### config.mk
export PLATFORM = sky130hd
export DESIGN_NAME = csi2_rx_stat_top
export DESIGN_NICKNAME = d
export VERILOG_FILES = /design/src/hw/csi2_pkt_pkg.sv /design/src/hw/csi2_csr_pkg.sv /design/src/hw/csi2_stat_acc.sv /design/src/hw/csi2_csr.sv /design/src/hw/csi2_rx_stat_top.sv
export SDC_FILE = /design/constraint.sdc
export NUM_CORES = 1
export LEC_CHECK = 0
export BUFFER_PORTS_ARGS = -buffer_cell sky130_fd_sc_hd__buf_2
export CORE_UTILIZATION = 36
export CTS_CLUSTER_SIZE = 16
export DETAILED_ROUTE_END_ITERATION = 8
export PLACE_DENSITY = 0.52
export SLEW_MARGIN = 40
export SYNTH_ARGS = -nofsm -noshare
export SYNTH_HDL_FRONTEND = slang
export SYNTH_SLANG_ARGS = --single-unit
### constraint.sdc
create_clock -name clk_i -period 31.2 [get_ports clk_i]
set_input_delay 7.8 -clock clk_i [delete_from_list [all_inputs] [get_ports clk_i]]
set_output_delay 7.8 -clock clk_i [all_outputs]
set_load 0.02 [all_outputs]
### src/hw/csi2_pkt_pkg.sv
`default_nettype none

package csi2_pkt_pkg;

  // Short packet data identifiers
  localparam logic [5:0] DI_FRAME_START  = 6'h00;
  localparam logic [5:0] DI_FRAME_END    = 6'h01;
  localparam logic [5:0] DI_LINE_START   = 6'h02;
  // Data identifiers from here up are long packets
  localparam logic [5:0] LONG_PKT_MIN_DI = 6'h10;

  // Header as it is seen on a long packet
  typedef struct packed {
    logic [7:0]  ecc;
    logic [15:0] word_count;
    logic [1:0]  vc;
    logic [5:0]  data_id;
  } csi2_long_hdr_t;

  // Header as it is seen on a short packet
  typedef struct packed {
    logic [7:0]  ecc;
    logic [15:0] data_field;
    logic [1:0]  vc;
    logic [5:0]  data_id;
  } csi2_short_hdr_t;

  // The data identifier tells which view applies
  typedef union packed {
    csi2_long_hdr_t  long_v;
    csi2_short_hdr_t short_v;
  } csi2_pkt_hdr_u;

  // One event per received packet header
  typedef struct packed {
    logic          valid;
    csi2_pkt_hdr_u hdr;
    logic          ecc_err;   // header could not be corrected
    logic          ecc_corr;  // single bit error fixed
    logic          crc_err;   // payload CRC mismatch on a long packet
  } csi2_pkt_evt_t;

  // Statistics in status register order
  typedef struct packed {
    logic [31:0] header_err_cnt;
    logic [31:0] corr_header_err_cnt;
    logic [31:0] crc_err_cnt;
    logic [31:0] max_ln_per_frame;
    logic [31:0] min_ln_per_frame;
    logic [31:0] max_px_per_ln;
    logic [31:0] min_px_per_ln;
  } csi2_stat_t;

endpackage

`default_nettype wire

### src/hw/csi2_csr_pkg.sv
`default_nettype none

package csi2_csr_pkg;

  // Bus widths
  localparam int CSR_DATA_WIDTH = 32;
  localparam int CSR_ADDR_WIDTH = 8;
  localparam int CSR_STRB_WIDTH = CSR_DATA_WIDTH / 8;
  // Byte address bits below the word index
  localparam int CSR_ADDR_LSB   = $clog2( CSR_STRB_WIDTH );

  // Control registers
  localparam int CLEAR_STAT_CR      = 0;
  localparam int PHY_ENABLE_CR      = 1;
  localparam int SCCB_SLAVE_ADDR_CR = 2;
  localparam int LANE_0_DELAY_CR    = 3;
  localparam int LANE_1_DELAY_CR    = 4;
  localparam int DELAY_ACT_CR       = 5;
  localparam int CAM_RST_STB_CR     = 6;

  // Status registers, same order as the statistics struct
  localparam int HEADER_ERR_CNT_SR      = 7;
  localparam int CORR_HEADER_ERR_CNT_SR = 8;
  localparam int CRC_ERR_CNT_SR         = 9;
  localparam int MAX_LN_PER_FRAME_SR    = 10;
  localparam int MIN_LN_PER_FRAME_SR    = 11;
  localparam int MAX_PX_PER_LN_SR       = 12;
  localparam int MIN_PX_PER_LN_SR       = 13;

  localparam int TOTAL_CR_CNT   = 7;
  localparam int TOTAL_SR_CNT   = 7;
  localparam int TOTAL_REGS_CNT = TOTAL_CR_CNT + TOTAL_SR_CNT;

  // AXI4-Lite master to slave
  typedef struct packed {
    logic                        awvalid;
    logic [CSR_ADDR_WIDTH - 1:0] awaddr;
    logic                        wvalid;
    logic [CSR_DATA_WIDTH - 1:0] wdata;
    logic [CSR_STRB_WIDTH - 1:0] wstrb;
    logic                        bready;
    logic                        arvalid;
    logic [CSR_ADDR_WIDTH - 1:0] araddr;
    logic                        rready;
  } csi2_axil_req_t;

  // AXI4-Lite slave to master
  typedef struct packed {
    logic                        awready;
    logic                        wready;
    logic                        bvalid;
    logic [1:0]                  bresp;
    logic                        arready;
    logic                        rvalid;
    logic [CSR_DATA_WIDTH - 1:0] rdata;
    logic [1:0]                  rresp;
  } csi2_axil_rsp_t;

  // Controls towards the PHY and camera
  typedef struct packed {
    logic       phy_en;
    logic [6:0] sccb_slave_addr;
    logic [4:0] lane_0_delay;
    logic [4:0] lane_1_delay;
    logic       delay_act;
    logic       cam_rst_stb;
  } csi2_ctrl_t;

endpackage

`default_nettype wire

### src/hw/csi2_stat_acc.sv
`timescale 1ns/1ps
`default_nettype none

module csi2_stat_acc (
  input  logic                        clk_i,
  input  logic                        rst_i,
  input  csi2_pkt_pkg::csi2_pkt_evt_t pkt_i,
  input  logic                        clear_i,
  output csi2_pkt_pkg::csi2_stat_t    stat_o
);

// Counters and max start at zero, min at all ones
localparam csi2_pkt_pkg::csi2_stat_t STAT_RST = '{
  header_err_cnt:      32'd0,
  corr_header_err_cnt: 32'd0,
  crc_err_cnt:         32'd0,
  max_ln_per_frame:    32'd0,
  min_ln_per_frame:    32'hffff_ffff,
  max_px_per_ln:       32'd0,
  min_px_per_ln:       32'hffff_ffff
};

csi2_pkt_pkg::csi2_stat_t stat_q;

// Lines seen since the last frame start
logic [31:0] ln_cnt;
logic        frame_open;

logic        hdr_ok;
logic [5:0]  data_id;
logic        is_long;
logic        frame_done;
logic [31:0] wc_ext;

// Uncorrectable headers carry untrusted fields
assign hdr_ok     = pkt_i.valid && !pkt_i.ecc_err;
assign data_id    = pkt_i.hdr.short_v.data_id;
assign is_long    = data_id >= csi2_pkt_pkg::LONG_PKT_MIN_DI;
assign frame_done = hdr_ok && frame_open && ( data_id == csi2_pkt_pkg::DI_FRAME_END );
assign wc_ext     = 32'( pkt_i.hdr.long_v.word_count );

// Frame tracking from short packets
always_ff @( posedge clk_i, posedge rst_i )
  if( rst_i )
    begin
      ln_cnt     <= '0;
      frame_open <= 1'b0;
    end
  else
    if( hdr_ok )
      case( data_id )
        csi2_pkt_pkg::DI_FRAME_START:
          begin
            ln_cnt     <= '0;
            frame_open <= 1'b1;
          end
        csi2_pkt_pkg::DI_LINE_START:
          ln_cnt <= ln_cnt + 32'd1;
        csi2_pkt_pkg::DI_FRAME_END:
          frame_open <= 1'b0;
        default:
          ;
      endcase

// Clear has priority over a coincident event
always_ff @( posedge clk_i, posedge rst_i )
  if( rst_i )
    stat_q <= STAT_RST;
  else
    if( clear_i )
      stat_q <= STAT_RST;
    else
      if( pkt_i.valid )
        begin
          if( pkt_i.ecc_err )
            stat_q.header_err_cnt <= stat_q.header_err_cnt + 32'd1;
          if( pkt_i.ecc_corr )
            stat_q.corr_header_err_cnt <= stat_q.corr_header_err_cnt + 32'd1;
          // CRC only exists on long packets
          if( pkt_i.crc_err && is_long )
            stat_q.crc_err_cnt <= stat_q.crc_err_cnt + 32'd1;
          if( frame_done )
            begin
              if( ln_cnt > stat_q.max_ln_per_frame )
                stat_q.max_ln_per_frame <= ln_cnt;
              if( ln_cnt < stat_q.min_ln_per_frame )
                stat_q.min_ln_per_frame <= ln_cnt;
            end
          // Word count of a long packet is the line length in bytes
          if( hdr_ok && is_long )
            begin
              if( wc_ext > stat_q.max_px_per_ln )
                stat_q.max_px_per_ln <= wc_ext;
              if( wc_ext < stat_q.min_px_per_ln )
                stat_q.min_px_per_ln <= wc_ext;
            end
        end

assign stat_o = stat_q;

endmodule

`default_nettype wire

### src/hw/csi2_csr.sv
`timescale 1ns/1ps
`default_nettype none

module csi2_csr (
  input  logic                         clk_i,
  input  logic                         rst_i,
  input  csi2_csr_pkg::csi2_axil_req_t axil_req_i,
  output csi2_csr_pkg::csi2_axil_rsp_t axil_rsp_o,
  input  csi2_pkt_pkg::csi2_stat_t     stat_i,
  output logic                         clear_stat_o,
  output csi2_csr_pkg::csi2_ctrl_t     ctrl_o
);

localparam int DW       = csi2_csr_pkg::CSR_DATA_WIDTH;
localparam int CR_CNT   = csi2_csr_pkg::TOTAL_CR_CNT;
localparam int SR_CNT   = csi2_csr_pkg::TOTAL_SR_CNT;
localparam int IDX_W    = csi2_csr_pkg::CSR_ADDR_WIDTH - csi2_csr_pkg::CSR_ADDR_LSB;
localparam int CR_IDX_W = $clog2( CR_CNT );
localparam int SR_IDX_W = $clog2( SR_CNT );

logic [CR_CNT - 1:0][DW - 1:0] cr;
logic [SR_CNT - 1:0][DW - 1:0] sr;

logic                wr_en;
logic [IDX_W - 1:0]  wr_idx;
logic [IDX_W - 1:0]  rd_idx;
logic                bvalid_q;
logic                rvalid_q;
logic [DW - 1:0]     rdata_q;

// Strobe order is clear, delay act, camera reset
logic [2:0] stb_lvl;
logic [2:0] stb_d1;
logic [2:0] stb;

// Address and data are expected in the same cycle
assign wr_en  = axil_req_i.awvalid && axil_req_i.wvalid;
assign wr_idx = axil_req_i.awaddr[csi2_csr_pkg::CSR_ADDR_WIDTH - 1:csi2_csr_pkg::CSR_ADDR_LSB];
assign rd_idx = axil_req_i.araddr[csi2_csr_pkg::CSR_ADDR_WIDTH - 1:csi2_csr_pkg::CSR_ADDR_LSB];

// Responses one cycle after the request
always_ff @( posedge clk_i, posedge rst_i )
  if( rst_i )
    begin
      bvalid_q <= 1'b0;
      rvalid_q <= 1'b0;
    end
  else
    begin
      bvalid_q <= wr_en;
      rvalid_q <= axil_req_i.arvalid;
    end

// Only control words are writable, byte by byte
always_ff @( posedge clk_i, posedge rst_i )
  if( rst_i )
    cr <= '0;
  else
    if( wr_en )
      for( int i = 0; i < CR_CNT; i++ )
        if( wr_idx == IDX_W'( i ) )
          for( int j = 0; j < csi2_csr_pkg::CSR_STRB_WIDTH; j++ )
            if( axil_req_i.wstrb[j] )
              cr[i][j * 8 + 7 -: 8] <= axil_req_i.wdata[j * 8 + 7 -: 8];

// Control, then status, then zero for unmapped words
always_ff @( posedge clk_i )
  if( axil_req_i.arvalid )
    begin
      if( rd_idx < IDX_W'( CR_CNT ) )
        rdata_q <= cr[CR_IDX_W'( rd_idx )];
      else if( rd_idx < IDX_W'( csi2_csr_pkg::TOTAL_REGS_CNT ) )
        rdata_q <= sr[SR_IDX_W'( rd_idx - IDX_W'( CR_CNT ) )];
      else
        rdata_q <= '0;
    end

assign sr[csi2_csr_pkg::HEADER_ERR_CNT_SR - CR_CNT]      = stat_i.header_err_cnt;
assign sr[csi2_csr_pkg::CORR_HEADER_ERR_CNT_SR - CR_CNT] = stat_i.corr_header_err_cnt;
assign sr[csi2_csr_pkg::CRC_ERR_CNT_SR - CR_CNT]         = stat_i.crc_err_cnt;
assign sr[csi2_csr_pkg::MAX_LN_PER_FRAME_SR - CR_CNT]    = stat_i.max_ln_per_frame;
assign sr[csi2_csr_pkg::MIN_LN_PER_FRAME_SR - CR_CNT]    = stat_i.min_ln_per_frame;
assign sr[csi2_csr_pkg::MAX_PX_PER_LN_SR - CR_CNT]       = stat_i.max_px_per_ln;
assign sr[csi2_csr_pkg::MIN_PX_PER_LN_SR - CR_CNT]       = stat_i.min_px_per_ln;

// Rising edge of bit 0 gives a one-cycle strobe
assign stb_lvl = { cr[csi2_csr_pkg::CAM_RST_STB_CR][0],
                   cr[csi2_csr_pkg::DELAY_ACT_CR][0],
                   cr[csi2_csr_pkg::CLEAR_STAT_CR][0] };

always_ff @( posedge clk_i, posedge rst_i )
  if( rst_i )
    stb_d1 <= '0;
  else
    stb_d1 <= stb_lvl;

assign stb          = stb_lvl & ~stb_d1;
assign clear_stat_o = stb[0];

always_comb
  begin
    ctrl_o.phy_en          = cr[csi2_csr_pkg::PHY_ENABLE_CR][0];
    ctrl_o.sccb_slave_addr = cr[csi2_csr_pkg::SCCB_SLAVE_ADDR_CR][6:0];
    ctrl_o.lane_0_delay    = cr[csi2_csr_pkg::LANE_0_DELAY_CR][4:0];
    ctrl_o.lane_1_delay    = cr[csi2_csr_pkg::LANE_1_DELAY_CR][4:0];
    ctrl_o.delay_act       = stb[1];
    ctrl_o.cam_rst_stb     = stb[2];
  end

// Always ready, always OKAY
always_comb
  begin
    axil_rsp_o.awready = 1'b1;
    axil_rsp_o.wready  = 1'b1;
    axil_rsp_o.bvalid  = bvalid_q;
    axil_rsp_o.bresp   = 2'b00;
    axil_rsp_o.arready = 1'b1;
    axil_rsp_o.rvalid  = rvalid_q;
    axil_rsp_o.rdata   = rdata_q;
    axil_rsp_o.rresp   = 2'b00;
  end

endmodule

`default_nettype wire

### src/hw/csi2_rx_stat_top.sv
`timescale 1ns/1ps
`default_nettype none

module csi2_rx_stat_top (
  input  logic                         clk_i,
  input  logic                         rst_i,
  input  csi2_csr_pkg::csi2_axil_req_t axil_req_i,
  output csi2_csr_pkg::csi2_axil_rsp_t axil_rsp_o,
  input  csi2_pkt_pkg::csi2_pkt_evt_t  pkt_i,
  output csi2_csr_pkg::csi2_ctrl_t     ctrl_o
);

// Statistics towards the register slave
csi2_pkt_pkg::csi2_stat_t stat;
// One-cycle clear request back to the accumulator
logic                     clear_stat;

csi2_stat_acc u_stat_acc (
  .clk_i   ( clk_i      ),
  .rst_i   ( rst_i      ),
  .pkt_i   ( pkt_i      ),
  .clear_i ( clear_stat ),
  .stat_o  ( stat       )
);

// Register slave also drives the PHY controls
csi2_csr u_csr (
  .clk_i        ( clk_i      ),
  .rst_i        ( rst_i      ),
  .axil_req_i   ( axil_req_i ),
  .axil_rsp_o   ( axil_rsp_o ),
  .stat_i       ( stat       ),
  .clear_stat_o ( clear_stat ),
  .ctrl_o       ( ctrl_o     )
);

endmodule

`default_nettype wire

Word level (Yosys, flattened, before mapping)
Cells that the tools add are included.
{"block": "totals", "reg_bits": 518, "inputBits": 95, "output_inout_bits": 61, "word_cells": 142}
{"block": "op_classes", "addsub": 5, "n_lt_le_gt_ge": 9, "eq_ne": 8, "mux": 19, "n_bitwise": 2, "n_reduce_logical": 58}
{"operator": "224-bit two-way mux", "count": 2}
{"operator": "32-bit two-way mux", "count": 11}
{"operator": "32-bit binary-select mux with 3-bit select", "count": 2}
{"operator": "32-bit by 1-bit adder with 32-bit output (second input constant)", "count": 4}
{"operator": "64-bit two-way mux", "count": 2}
{"operator": "3-bit AND reduction", "count": 32}
{"operator": "32-bit one-hot mux with 2 select lines", "count": 1}
{"operator": "16-bit by 32-bit > comparator with 1-bit output", "count": 1}
{"operator": "32-bit > comparator", "count": 1}
{"operator": "16-bit by 32-bit < comparator with 1-bit output", "count": 1}
{"operator": "32-bit < comparator", "count": 1}
{"operator": "2-bit nonzero test", "count": 12}
{"operator": "6-bit by 2-bit == test with 1-bit output (second input constant)", "count": 3}
{"operator": "6-bit by 3-bit == test with 1-bit output (second input constant)", "count": 3}
{"operator": "6-bit by 1-bit == test with 1-bit output (second input constant)", "count": 2}
{"operator": "6-bit logical NOT", "count": 2}
{"operator": "2-bit AND reduction", "count": 5}
{"operator": "3-bit by 4-bit < comparator with 1-bit output (second input constant)", "count": 2}
{"operator": "6-bit by 5-bit >= comparator with 1-bit output (second input constant)", "count": 1}
{"operator": "1-bit logical AND", "count": 6}
{"operator": "6-bit by 3-bit < comparator with 1-bit output (second input constant)", "count": 1}
{"operator": "6-bit by 4-bit < comparator with 1-bit output (second input constant)", "count": 1}
{"operator": "3-bit AND", "count": 1}
{"operator": "3-bit NOT", "count": 1}
{"operator": "3 further kinds", "count": 3}

Depth between registers and ports, before layout
Gate-level depths: netlist of the first run.
{"block": "logic_depth", "ltp_word": 7, "ltp_mapped": 10, "mapped_depth_nobuf": 8}

Cells and area by module
Synthesis of the first run repeated with hierarchy kept, for this count alone.
{"block": "unflattened", "cells_unflattened": 2380, "hier_area_um2": 27169.8}
{"module": "csi2_csr", "n_inst": 1, "cells_each": 953, "area_each_um2": 13940.9, "seq_area_each_um2": 6691.4}
{"module": "csi2_stat_acc", "n_inst": 1, "cells_each": 1427, "area_each_um2": 13228.9, "seq_area_each_um2": 5716.7}

Least setup slack after synthesis of the first run
No wires, ideal clock.
{"block": "synth_timing", "path_type": "input to register", "start": "input port pkt_i[35] (netlist bit)", "end": "register u_stat_acc.ln_cnt[31]", "setup_time_ns": 0.136, "arrival_time_ns": 9.962, "required_time_ns": 31.064, "path_slack_ns": 21.102, "path_stages": 9, "n_path_buf": 3, "path_cell_list": "buf_4 or4b_1 or3_1 buf_2 or4_4 buf_6 nor4_4 xnor2_1 nor2_2"}
{"block": "synth_via", "elab_chain_len": 2}
{"element": "start, declared", "line": "csi2_rx_stat_top.sv:9", "rtl": "input csi2_pkt_pkg::csi2_pkt_evt_t pkt_i,"}
{"element": "1-bit logical AND", "line": "csi2_stat_acc.sv:36", "rtl": "assign hdr_ok = pkt_i.valid && !pkt_i.ecc_err;"}
{"element": "2-bit AND reduction (no source line)"}
{"element": "end signal, assigned", "line": "csi2_stat_acc.sv:58", "rtl": "ln_cnt <= ln_cnt + 32'd1;"}
{"element": "end, declared", "line": "csi2_stat_acc.sv:26", "rtl": "logic [31:0] ln_cnt;"}
No other way between the ends.
A chain may end at the register's enable or synchronous reset.

Worst setup path after layout of the first run
{"block": "layout_timing", "start": "input port axil_req_i[4] (netlist bit)", "end": "register u_csr.rdata_q[7] (data pin)"}
{"block": "layout_via", "elab_chain_len": 5, "word_cells_on_any_way": 9, "classes_between": "add/sub (1); order compare (2); mux (6)"}
{"element": "start, declared", "line": "csi2_rx_stat_top.sv:7", "rtl": "input csi2_csr_pkg::csi2_axil_req_t axil_req_i,"}
{"element": "3-bit subtractor", "line": "csi2_csr.sv:73", "rtl": "rdata_q <= sr[SR_IDX_W'( rd_idx - IDX_W'( CR_CNT ) )];"}
{"element": "32-bit binary-select mux with 3-bit select", "line": "csi2_csr.sv:73"}
{"element": "32-bit two-way mux (implied by the code)", "line": "csi2_csr.sv:73"}
{"element": "32-bit two-way mux", "line": "csi2_csr.sv:72", "rtl": "else if( rd_idx < IDX_W'( csi2_csr_pkg::TOTAL_REGS_CNT ) )"}
{"element": "32-bit two-way mux (*)", "line": "csi2_csr.sv:70", "rtl": "if( rd_idx < IDX_W'( CR_CNT ) )"}
{"element": "end signal, assigned", "line": "csi2_csr.sv:71", "rtl": "rdata_q <= cr[CR_IDX_W'( rd_idx )];"}
{"element": "end signal, assigned", "line": "csi2_csr.sv:73"}
{"element": "end, declared", "line": "csi2_csr.sv:29", "rtl": "logic [DW - 1:0] rdata_q;"}
Every way passes the cells marked *; elsewhere a longest branch is shown, timed or not. The select of a mux whose other input is x is not followed.

==> impl_metrics.py, run 1 <==
metrics = {
    "outcome": {
        "status": "finished clean",
    },
    "timing": {
        "final_max_slew_viol_count": 0,
        "setup_ws_ps": 20810,
        "post-route-period-util_pct": 33.30,
        "rsz0062_at_grt": "false",
        "setup_viol": 0,
        "finClkSkew_ps": 19.27,
        "final-hold-violation-count": 0,
        "tns_ps": 0,
        "period_needed_ps": 10390,
        "fmax_mhz": 96.24,
        "worstMarginPinSlew_ps": 814.8,
        "max_slew_margin_pct": 44.27,
    },
    "cts": {
        "numCtsBuffers": 56,
        "cts-root-buf": "clkbuf_16",
        "cts_tree": "done",
        "cts.clk_slew.worst_paths_ps": 60,
        "post_cts_resized": 0,
        "clock_sink_count": 487,
        "hold_buffers": 0,
        "h-tree-depth": 2,
        "clk_latency_ps": 620,
        "post-cts-setup-buffers": 0,
        "cts.path.max_buffers": 3,
    },
    "layout": {
        "drive_gt1_share_pct": 24.69,
        "finalNetCount": 2671,
        "fillCellCount": 6836,
        "area_growth_pct": 13.21,
        "final_cells": 3475,
    },
    "die": {
        "start_util_pct": 36.53,
        "die_x_um": 271.8,
        "dieHeight_um": 271.8,
        "die_area_um2": 73860,
        "ioPinCount": 156,
        "coreArea_um2": 71730,
        "rows": 98,
    },
    "global_routing": {
        "grt_max_degree": 110,
        "grt_pass1_wl_mm": 113.4,
        "grt_pass1_vias": 19290,
        "overflow": 0,
        "grt_antenna_before_repair": 1,
        "grtUsageTotal_pct": 19.55,
    },
    "yosys": {
        "yosysSeqAreaShare_pct": 47.36,
        "async_reset_ff_share_pct": 93.43,
        "synth_top_cells_by_area": "dfrtp_1, mux2_2, mux4_2",
        "synth_edf_count": 32,
        "yosysTopAreaCell": "dfrtp_1",
        "yosys.area.top_type_share_pct": 38.78,
        "synth.distinct_cells": 64,
        "synth_area_um2": 26200,
        "synth-seq-cells": 487,
        "syn_area_per_cell_um2": 10.87,
        "synth_ff_type": "dfrtp_1",
        "ys_warn_count": 0,
        "syn_inst": 2411,
    },
    "route": {
        "drc_errors": 0,
        "via_count": 18940,
        "dr.pass1.iters": 7,
        "vias_per_cell": 5.451,
        "drt-initial-drc-count": 1377,
        "ant_nets": 0,
        "drt_wl_total_mm": 71.60,
        "wl_per_cell_um": 20.60,
    },
    "worst_setup_path": {
        "cp_slowest_stage_delay_ps": 650,
        "crit_chain": "buf_4, ha_2, buf_4, nor2_1, buf_4, a22oi_1, nor2_1, a21oi_1, o22ai_1",
        "arrival_ps": 10710,
        "cp_data_required_time_ps": 31520,
        "crit_type": "in -> reg",
        "timing.critical_path.mode_cell": "buf_4",
        "critPathSlowestCell": "ha_2",
        "startpoint_type": "primary input",
        "cp_max_fo": 48,
        "endpoint_kind": "flop",
    },
    "placed_design": {
        "port_buffers": 132,
        "dpl.hpwl_mm": 49.56,
        "place_congestion": 0.8124,
        "dp_worst_setup_slack_ps": 20090,
        "placedCellCount": 3368,
    },
    "power_and_ir_drop": {
        "p_per_area_nw_per_um2": 55.43,
        "leakagePower_nw": 13.51,
        "peakVddDrop_v": 0.00005903,
        "power.total_mw": 1.644,
    },
    "job": {
        "max_cap_viol_count": 0,
    },
    "min_path": {
        "hold_class": "reg -> reg",
    },
}
## kinds of logic (layout without fill, tap and decap cells)
logic type | after synthesis | after routing | synth area share [%]
flip-flops | 487 | 487 | 47.36
other | 2 | 9 | 0.02866
AND/OR/NAND/NOR | 636 | 636 | 11.53
multiplexers | 381 | 381 | 18.69
XOR/XNOR | 91 | 91 | 3.042
adder cells (fa/ha/maj) | 99 | 99 | 4.728
AO/OA/AOI/OAI | 443 | 443 | 10.29
buffers and inverters | 272 | 379 | 4.336
## final cells by class
type                    instances  area, um2  share of cell area, %
clock inverters                24      312.8                  1.054
repair buffers                164      980.9                  3.307
clock buffers                  80       1612                  5.433
multi-input cells            1657      12730                  42.92
well taps                     950       1189                  4.007
flip-flops and latches        487      12410                  41.83
diodes                          2      5.005                0.01687
inverters                     111      424.2                  1.430
## Yosys cell counts, drive strengths merged (3+ instances only)
library cell  instances
mux4                 64
or4                   5
nor2                186
or3                  25
or2                   4
nor2b                13
clkbuf              109
nand4                35
a22o                  8
nor4                  6
nand2               192
mux2                226
a31oi                 4
mux2i                91
dfrtp               406
xor2                 41
nand3                74
nand2b                5
and4                 21
a22oi                32
o21ai               125
nor3                 37
a21oi               125
a21o                 16
and2                 10
xnor2                50
o21a                  3
nor3b                 3
dfstp                49
buf                  52
ha                   99
inv                 111
o211ai               75
and3                 16
a211oi                7
o22ai                32
edfxtp               32
## routing by layer
layer	GRT usage (%)	wire, um	share of wire, %
met4	6.268	2037	2.8
met5	0	0	0
met2	32.13	34500	48
met3	2.256	2672	3.7
met1	26.86	32390	45
## worst max-delay path, delay by kind of cell
kind	cells	cell delay (ps)
adder cells (fa/ha/maj)	1	650
buffers and inverters	3	1200
AO/OA/AOI/OAI	3	830
AND/OR/NAND/NOR	2	160
## registers in the layout (all words and copies together) (netlist names)
signal and cells:
u_csr.bvalid_q 1, u_csr.cr 206, u_csr.ctrl_o 18, u_csr.rdata_q 32
u_csr.rvalid_q 1, u_csr.stb_d1 3, u_stat_acc.frame_open 1, u_stat_acc.ln_cnt 32
u_stat_acc.stat_o 193
## metrics by stage
| stage | hold WS (ps) | area (um2) | util (%) |
|---|---|---|---|
| final | 439.6 | 29660 | 41.35 |
| after global routing | 469.0 | 29660 | 41.35 |
| after CTS | 444.4 | 29640 | 41.32 |
| after detailed placement | 425.8 | 27710 | 38.64 |
| after global placement | 418.7 | 27640 | 38.53 |
| after floorplan | 381.5 | 26220 | - |
## layout by cell type, fill, tap and decap left out, types with 35 or more instances in the layout
master	synthesis	layout
mux2_2	226	226
ha_1	99	98
buf_2	2	129
xor2_1	41	41
a21oi_1	125	124
nand2_1	192	192
mux2i_1	91	91
o21ai_0	124	124
nand3_1	74	74
xnor2_1	50	49
nor2_1	185	181
dfrtp_1	406	406
mux4_2	64	64
inv_1	111	110
clkbuf_16	0	56
nand4_1	35	35
dfstp_2	49	49
o211ai_1	75	75
## worst paths after layout
kind / startpoint / end / slack, ps / cells past startpoint
setup / recovery: axil_req_i[4] / u_csr.rdata_q[7] / 20810 / 9
hold / removal: u_csr.cr[192] / u_csr.stb_d1[2] / 440 / 0
setup reg to reg: u_csr.cr[0] / u_stat_acc.stat_o[222] / 28140 / 6
hold reg to reg: u_csr.cr[192] / u_csr.stb_d1[2] / 440 / 0
max in group asynchronous: rst_i / u_stat_acc.stat_o[220] / 22190 / 4
min in group asynchronous: rst_i / u_stat_acc.ln_cnt[27] / 7260 / 2
## where the power goes
| part | internal (mW) | switching [mW] | total [mW] |
|---|---|---|---|
| combinational | 0.0925 | 0.130 | 0.223 |
| clock | 0.409 | 0.275 | 0.684 |
| sequential | 0.694 | 0.0430 | 0.737 |
Power figures use the tool's default switching activity.
==> inputs of run 2 (changes only) <==
==> constraint.sdc (replaced) <==
create_clock -name clk_i -period 9.75 [get_ports clk_i]
set_input_delay 2.4375 -clock clk_i [delete_from_list [all_inputs] [get_ports clk_i]]
set_output_delay 2.4375 -clock clk_i [all_outputs]
set_load 0.02 [all_outputs]
==> impl_metrics.py, run 2 (synthesized netlist as in run 1, its figures left out) <==
metrics = {
    "cts": {
        "cts.path.max_buffers": 3,
        "cts.clk_slew.worst_paths_ps": 60,
        "post-cts-setup-buffers": 0,
        "cts-root-buf": "clkbuf_16",
        "numCtsBuffers": 54,
        "clk_latency_ps": 620,
        "h-tree-depth": 2,
        "post_cts_resized": 0,
        "hold_buffers": 0,
        "clock_sink_count": 487,
        "cts_tree": "done",
    },
    "layout": {
        "multi_input_area_um2": 12750,
        "final_common_cell": "dfrtp_1",
        "fillCellCount": 6818,
        "area_growth_pct": 12.82,
        "final_cell_mix": "dfrtp_1, mux2_2, nand2_1",
        "drive_gt1_share_pct": 24.68,
        "largest_reg_flops": 206,
        "final-seq-area_um2": 12410,
        "regMostFlops": "u_csr.cr",
        "finalNetCount": 2668,
    },
    "timing": {
        "fmax_mhz": 210.6,
        "setup_ws_ps": 5001,
        "setup_viol": 0,
        "rsz0062_at_grt": "false",
        "worstMarginPinSlew_ps": 825.9,
        "max_slew_margin_pct": 44.94,
        "period_needed_ps": 4749,
        "post-route-period-util_pct": 48.71,
        "final-hold-violation-count": 0,
        "tns_ps": 0,
        "finClkSkew_ps": 16.46,
        "final_max_slew_viol_count": 0,
    },
    "worst_setup_path": {
        "crit_type": "in -> reg",
        "r2r_start": "u_csr.cr[0]",
        "r2r.worst_path.cells": 7,
        "arrival_ps": 5090,
        "worstReg2RegEnd": "u_stat_acc.stat_o[220]",
        "r2r_setup_slack_ps": 6330,
        "cp_max_fo": 71,
        "startpoint_type": "primary input",
        "cp_data_required_time_ps": 10090,
        "worstSetupEndpoint": "u_csr.rdata_q[0]",
        "critPathLaunch": "axil_req_i[3]",
        "endpoint_kind": "flop",
    },
    "min_path": {
        "hold_class": "reg -> reg",
    },
    "route": {
        "ant_nets": 0,
        "dr.pass1.iters": 6,
        "drt-initial-drc-count": 1307,
        "drc_errors": 0,
        "drt_wl_total_mm": 72.05,
        "wl_per_cell_um": 20.75,
        "via_count": 19000,
        "vias_per_cell": 5.473,
    },
    "global_routing": {
        "grt_antenna_before_repair": 4,
        "overflow": 0,
        "grt_pass1_vias": 19110,
        "grtUsageTotal_pct": 19.54,
        "grt_max_degree": 104,
        "grt_pass1_wl_mm": 112.7,
    },
    "die": {
        "start_util_pct": 36.53,
        "die_x_um": 271.8,
        "dieHeight_um": 271.8,
        "coreArea_um2": 71730,
        "rows": 98,
        "die_area_um2": 73860,
        "ioPinCount": 156,
    },
    "placed_design": {
        "dp_worst_setup_slack_ps": 4239,
        "port_buffers": 132,
        "place_congestion": 0.8387,
        "dpl.hpwl_mm": 49.60,
    },
    "job": {
        "max_cap_viol_count": 0,
    },
    "power_and_ir_drop": {
        "p_per_area_nw_per_um2": 173.1,
        "peakVddDrop_v": 0.0001417,
        "leakagePower_nw": 13.44,
    },
    "outcome": {
        "status": "finished clean",
    },
}
## run 2: changes by cell type in the layout (fill, tap and decap cells not counted), sizes merged
cell,delta
buf,-2
bufinv,-4
clkbuf,+3
clkinv,-1
clkinvlp,+1
## run 2: metal layers
layer / GRT usage, % / vias up / part of all wire, %
li1: - / 8808 / -
met1: 26.74 / 9670 / 45
met2: 32.25 / 421 / 48
met3: 2.353 / 104 / 4.0
met4: 6.106 / 0 / 2.7
met5: 0 / - / 0
## run 2: area by class of cell
cell class              instances  share of cell area (%)
diodes                          2                 0.01693
inverters                     111                   1.422
repair buffers                163                   3.411
clock buffers                  82                   5.333
well taps                     950                   4.021
flip-flops and latches        487                   41.98
multi-input cells            1657                   43.14
clock inverters                20                  0.6772
## run 2: power breakdown
group	switching, mW	internal [mW]
registers	0.143	2.22
logic	0.412	0.298
clock network	0.869	1.17
## run 2: worst min path at each step
stage,startpoint,endpoint,slack [ps],cells past startpoint
3_5_place_dp,u_csr.cr[160],u_csr.stb_d1[1],420,0
6_report,u_csr.cr[160],u_csr.stb_d1[1],440,0
2_1_floorplan,u_csr.cr[192],u_csr.stb_d1[2],380,0
5_1_grt,u_csr.cr[160],u_csr.stb_d1[1],450,0
3_3_place_gp,u_csr.cr[160],u_csr.stb_d1[1],410,0
4_1_cts,u_csr.cr[160],u_csr.stb_d1[1],430,0
## run 2: per-stage QoR
step	hold WS (ps)	utilization, %	total power, mW	cell area, um2	std cells
detailed placement	420.5	38.68	3.115	27740	3367
floorplan	381.5	-	2.868	26220	2416
global route	449.5	41.21	5.367	29560	3472
global placement	411.3	38.52	3.078	27630	3364
CTS	429.2	41.15	5.184	29520	3469
finish	440.3	41.21	5.118	29560	3472
## run 2: critical path, cell delays in order
cell and delay, ps:
clkbuf_8 510, buf_4 700, buf_4 410, mux4_2 560, a21oi_1 290, o22ai_1 120
==> inputs of run 3 (changes only) <==
--- a/config.mk
+++ b/config.mk
@@ -5,6 +5,7 @@
 export SDC_FILE = /design/constraint.sdc
 export NUM_CORES = 1
 export LEC_CHECK = 0
+export ABC_AREA = 1
 export BUFFER_PORTS_ARGS = -buffer_cell sky130_fd_sc_hd__buf_2
 export CORE_UTILIZATION = 36
 export CTS_CLUSTER_SIZE = 16
==> constraint.sdc (replaced) <==
create_clock -name clk_i -period 4.5 [get_ports clk_i]
set_input_delay 1.125 -clock clk_i [delete_from_list [all_inputs] [get_ports clk_i]]
set_output_delay 1.125 -clock clk_i [all_outputs]
set_load 0.02 [all_outputs]
==> impl_metrics.py, run 3 <==
metrics = {
    "yosys": {
        "ys_warn_count": 0,
        "synth_common_cells": "nand2_1, o21ai_0, dfrtp_1",
        "synth_area_um2": 27260,
        "synth-seq-cells": 487,
        "synth_top_cells_by_area": "dfrtp_1, nand2_1, o21ai_0",
        "yosysTopAreaCell": "dfrtp_1",
        "syn_area_per_cell_um2": 7.686,
        "syn_inst": 3547,
        "yosysMostFrequentCell": "nand2_1",
        "yosys.area.top_type_share_pct": 37.27,
        "yosysSeqAreaShare_pct": 45.51,
        "synth_ff_type": "dfrtp_1",
        "async_reset_ff_share_pct": 93.43,
        "synth.distinct_cells": 49,
        "synth_edf_count": 32,
    },
    "timing": {
        "period_needed_ps": 3023,
        "post-route-period-util_pct": 67.18,
        "final_max_slew_viol_count": 0,
        "tns_ps": 0,
        "setup_viol": 0,
        "worstMarginPinSlew_ps": 893.1,
        "holdWs_ps": 412.8,
        "final-hold-violation-count": 0,
        "setup_ws_ps": 1477,
        "fmax_mhz": 330.8,
        "rsz0062_at_grt": "false",
        "finClkSkew_ps": 52.35,
        "max_slew_margin_pct": 39.96,
    },
    "power_and_ir_drop": {
        "power.total_mw": 12.93,
        "p_per_area_nw_per_um2": 417.5,
        "peakVddDrop_v": 0.0002915,
        "leakagePower_nw": 14.11,
    },
    "route": {
        "vias_per_cell": 5.402,
        "ant_nets": 0,
        "drt_wl_total_mm": 95.30,
        "drt-initial-drc-count": 2295,
        "drc_errors": 0,
        "wl_per_cell_um": 20.61,
        "via_count": 24970,
        "dr.pass1.iters": 6,
    },
    "cts": {
        "hold_buffers": 0,
        "h-tree-depth": 2,
        "clock_sink_count": 487,
        "cts_tree": "done",
        "cts-root-buf": "clkbuf_16",
        "cts.clk_slew.worst_paths_ps": 60,
        "cts.path.max_buffers": 3,
        "numCtsBuffers": 57,
        "clk_latency_ps": 660,
        "post-cts-setup-buffers": 0,
        "post_cts_resized": 0,
    },
    "placed_design": {
        "place_congestion": 0.9269,
        "dpl.hpwl_mm": 67.50,
        "port_buffers": 132,
        "dp_worst_setup_slack_ps": 810.2,
    },
    "layout": {
        "finalNetCount": 3799,
        "final_cell_mix": "nand2_1, o21ai_0, dfrtp_1",
        "regMostFlops": "u_csr.cr",
        "diodes": 0,
        "final_common_cell": "nand2_1",
        "area_growth_pct": 13.61,
        "drive_gt1_share_pct": 10.59,
        "largest_reg_flops": 206,
    },
    "worst_setup_path": {
        "r2r.worst_path.cells": 8,
        "cp_data_required_time_ps": 4970,
        "critPathTopFamily": "simple AND/OR/NAND/NOR gates",
        "crit_buf_inv": 2,
        "timing.critical_path.mode_cell": "nand2_1",
        "endpoint_kind": "flop",
        "cp_max_fo": 64,
        "crit_type": "in -> reg",
        "startpoint_type": "primary input",
        "crit_chain": "buf_2, ha_2, buf_4, nand2_1, o221ai_1, nand3_1, nand2_1",
        "cp_slowest_stage_delay_ps": 560,
        "critPathSlowestCell": "buf_4",
        "r2r_start": "u_stat_acc.ln_cnt[23]",
        "arrival_ps": 3490,
        "r2r_setup_slack_ps": 1740,
        "path_depth": 7,
        "worstReg2RegEnd": "u_stat_acc.stat_o[96]",
    },
    "job": {
        "max_cap_viol_count": 0,
    },
    "global_routing": {
        "grt_pass1_vias": 23510,
        "grt_antenna_before_repair": 0,
        "grt_max_degree": 177,
        "overflow": 0,
        "grtUsageTotal_pct": 24.72,
        "grt_pass1_wl_mm": 147.5,
    },
    "die": {
        "rows": 100,
        "die_area_um2": 76830,
        "coreArea_um2": 74700,
        "ioPinCount": 156,
        "start_util_pct": 36.50,
        "dieHeight_um": 277.2,
        "die_x_um": 277.2,
    },
    "min_path": {
        "hold_path_end": "u_csr.stb_d1[1]",
        "hold_class": "reg -> reg",
        "worstHoldStart": "u_csr.cr[160]",
        "min_path_cells": 0,
    },
    "outcome": {
        "status": "finished clean",
    },
}
## run 3: cell count changes after synthesis, moves of 49 or more
cell / previous run / this run
a21oi_1: 125 / 174
o21ai_0: 124 / 518
xnor2_1: 50 / 1
nand2_1: 192 / 804
nor2_1: 185 / 326
nand4_1: 35 / 104
nand3_1: 74 / 201
mux2_2: 226 / 0
mux2i_1: 91 / 0
inv_1: 111 / 313
mux4_2: 64 / 0
## run 3: per-stage QoR
stage,std cells,utilization (%),instance area [um2]
after global placement,4511,38.62,28850
after CTS,4621,41.38,30910
after detailed placement,4513,38.70,28900
after floorplan,3552,-,27280
after global routing,4623,41.46,30970
final,4623,41.46,30970
## run 3: worst max-delay path by stage
stage / startpoint / endpoint / slack, ps
after global placement: axil_req_i[4] / u_csr.rdata_q[0] / 690
after CTS: axil_req_i[4] / u_csr.rdata_q[15] / 1510
after detailed placement: axil_req_i[4] / u_csr.rdata_q[8] / 810
final: axil_req_i[4] / u_csr.rdata_q[14] / 1480
after global routing: axil_req_i[4] / u_csr.rdata_q[8] / 1330
after floorplan: rst_i / u_csr.bvalid_q / -2740
## run 3: power breakdown
group	total [mW]	internal, mW	switching, mW	leakage (nW)
logic	2.50	0.826	1.67	6.77
clock network	4.93	2.92	2.01	0.987
registers	5.50	4.99	0.509	6.35
## run 3: area by class of cell
| type | count | area [um2] |
|---|---|---|
| Clock buffer | 82 | 1662 |
| Multi-Input combinational cell | 2549 | 12890 |
| Clock inverter | 26 | 341.6 |
| Tap cell | 969 | 1212 |
| Inverter | 318 | 1202 |
| Timing Repair Buffer | 192 | 1259 |
| Sequential cell | 487 | 12410 |
| Fill cell | 7658 | 43720 |
## run 3: per-layer routing
metal | track usage (%) | wire [um] | vias to the layer above
met4 | 7.066 | 2532 | 0
met1 | 37.12 | 45660 | 12030
met2 | 36.92 | 41510 | 735
met3 | 3.122 | 5607 | 134
met5 | 0 | 0 | -
li1 | - | - | 12070
## run 3: cells by family (layout without fill, tap and decap cells)
kind of cell | Yosys count | in the layout | synth area share, %
AOI/OAI and AO/OA | 839 | 839 | 16.76
xor gates and xnor gates | 23 | 23 | 0.7389
adders and majority gates | 99 | 99 | 4.544
buffers and inverters | 516 | 618 | 7.527
DFF | 487 | 487 | 45.51
other | 2 | 7 | 0.02755
and+or+nand+nor | 1581 | 1581 | 24.89
## run 3: worst reg2reg max path, delay by kind of cell (launching register included)
| family | cells | cell delay (ps) |
|---|---|---|
| AND/OR/NAND/NOR | 5 | 1230 |
| flip-flops | 1 | 540 |
| adder cells (fa/ha/maj) | 1 | 400 |
| buffers and inverters | 1 | 360 |
| AO/OA/AOI/OAI | 1 | 170 |
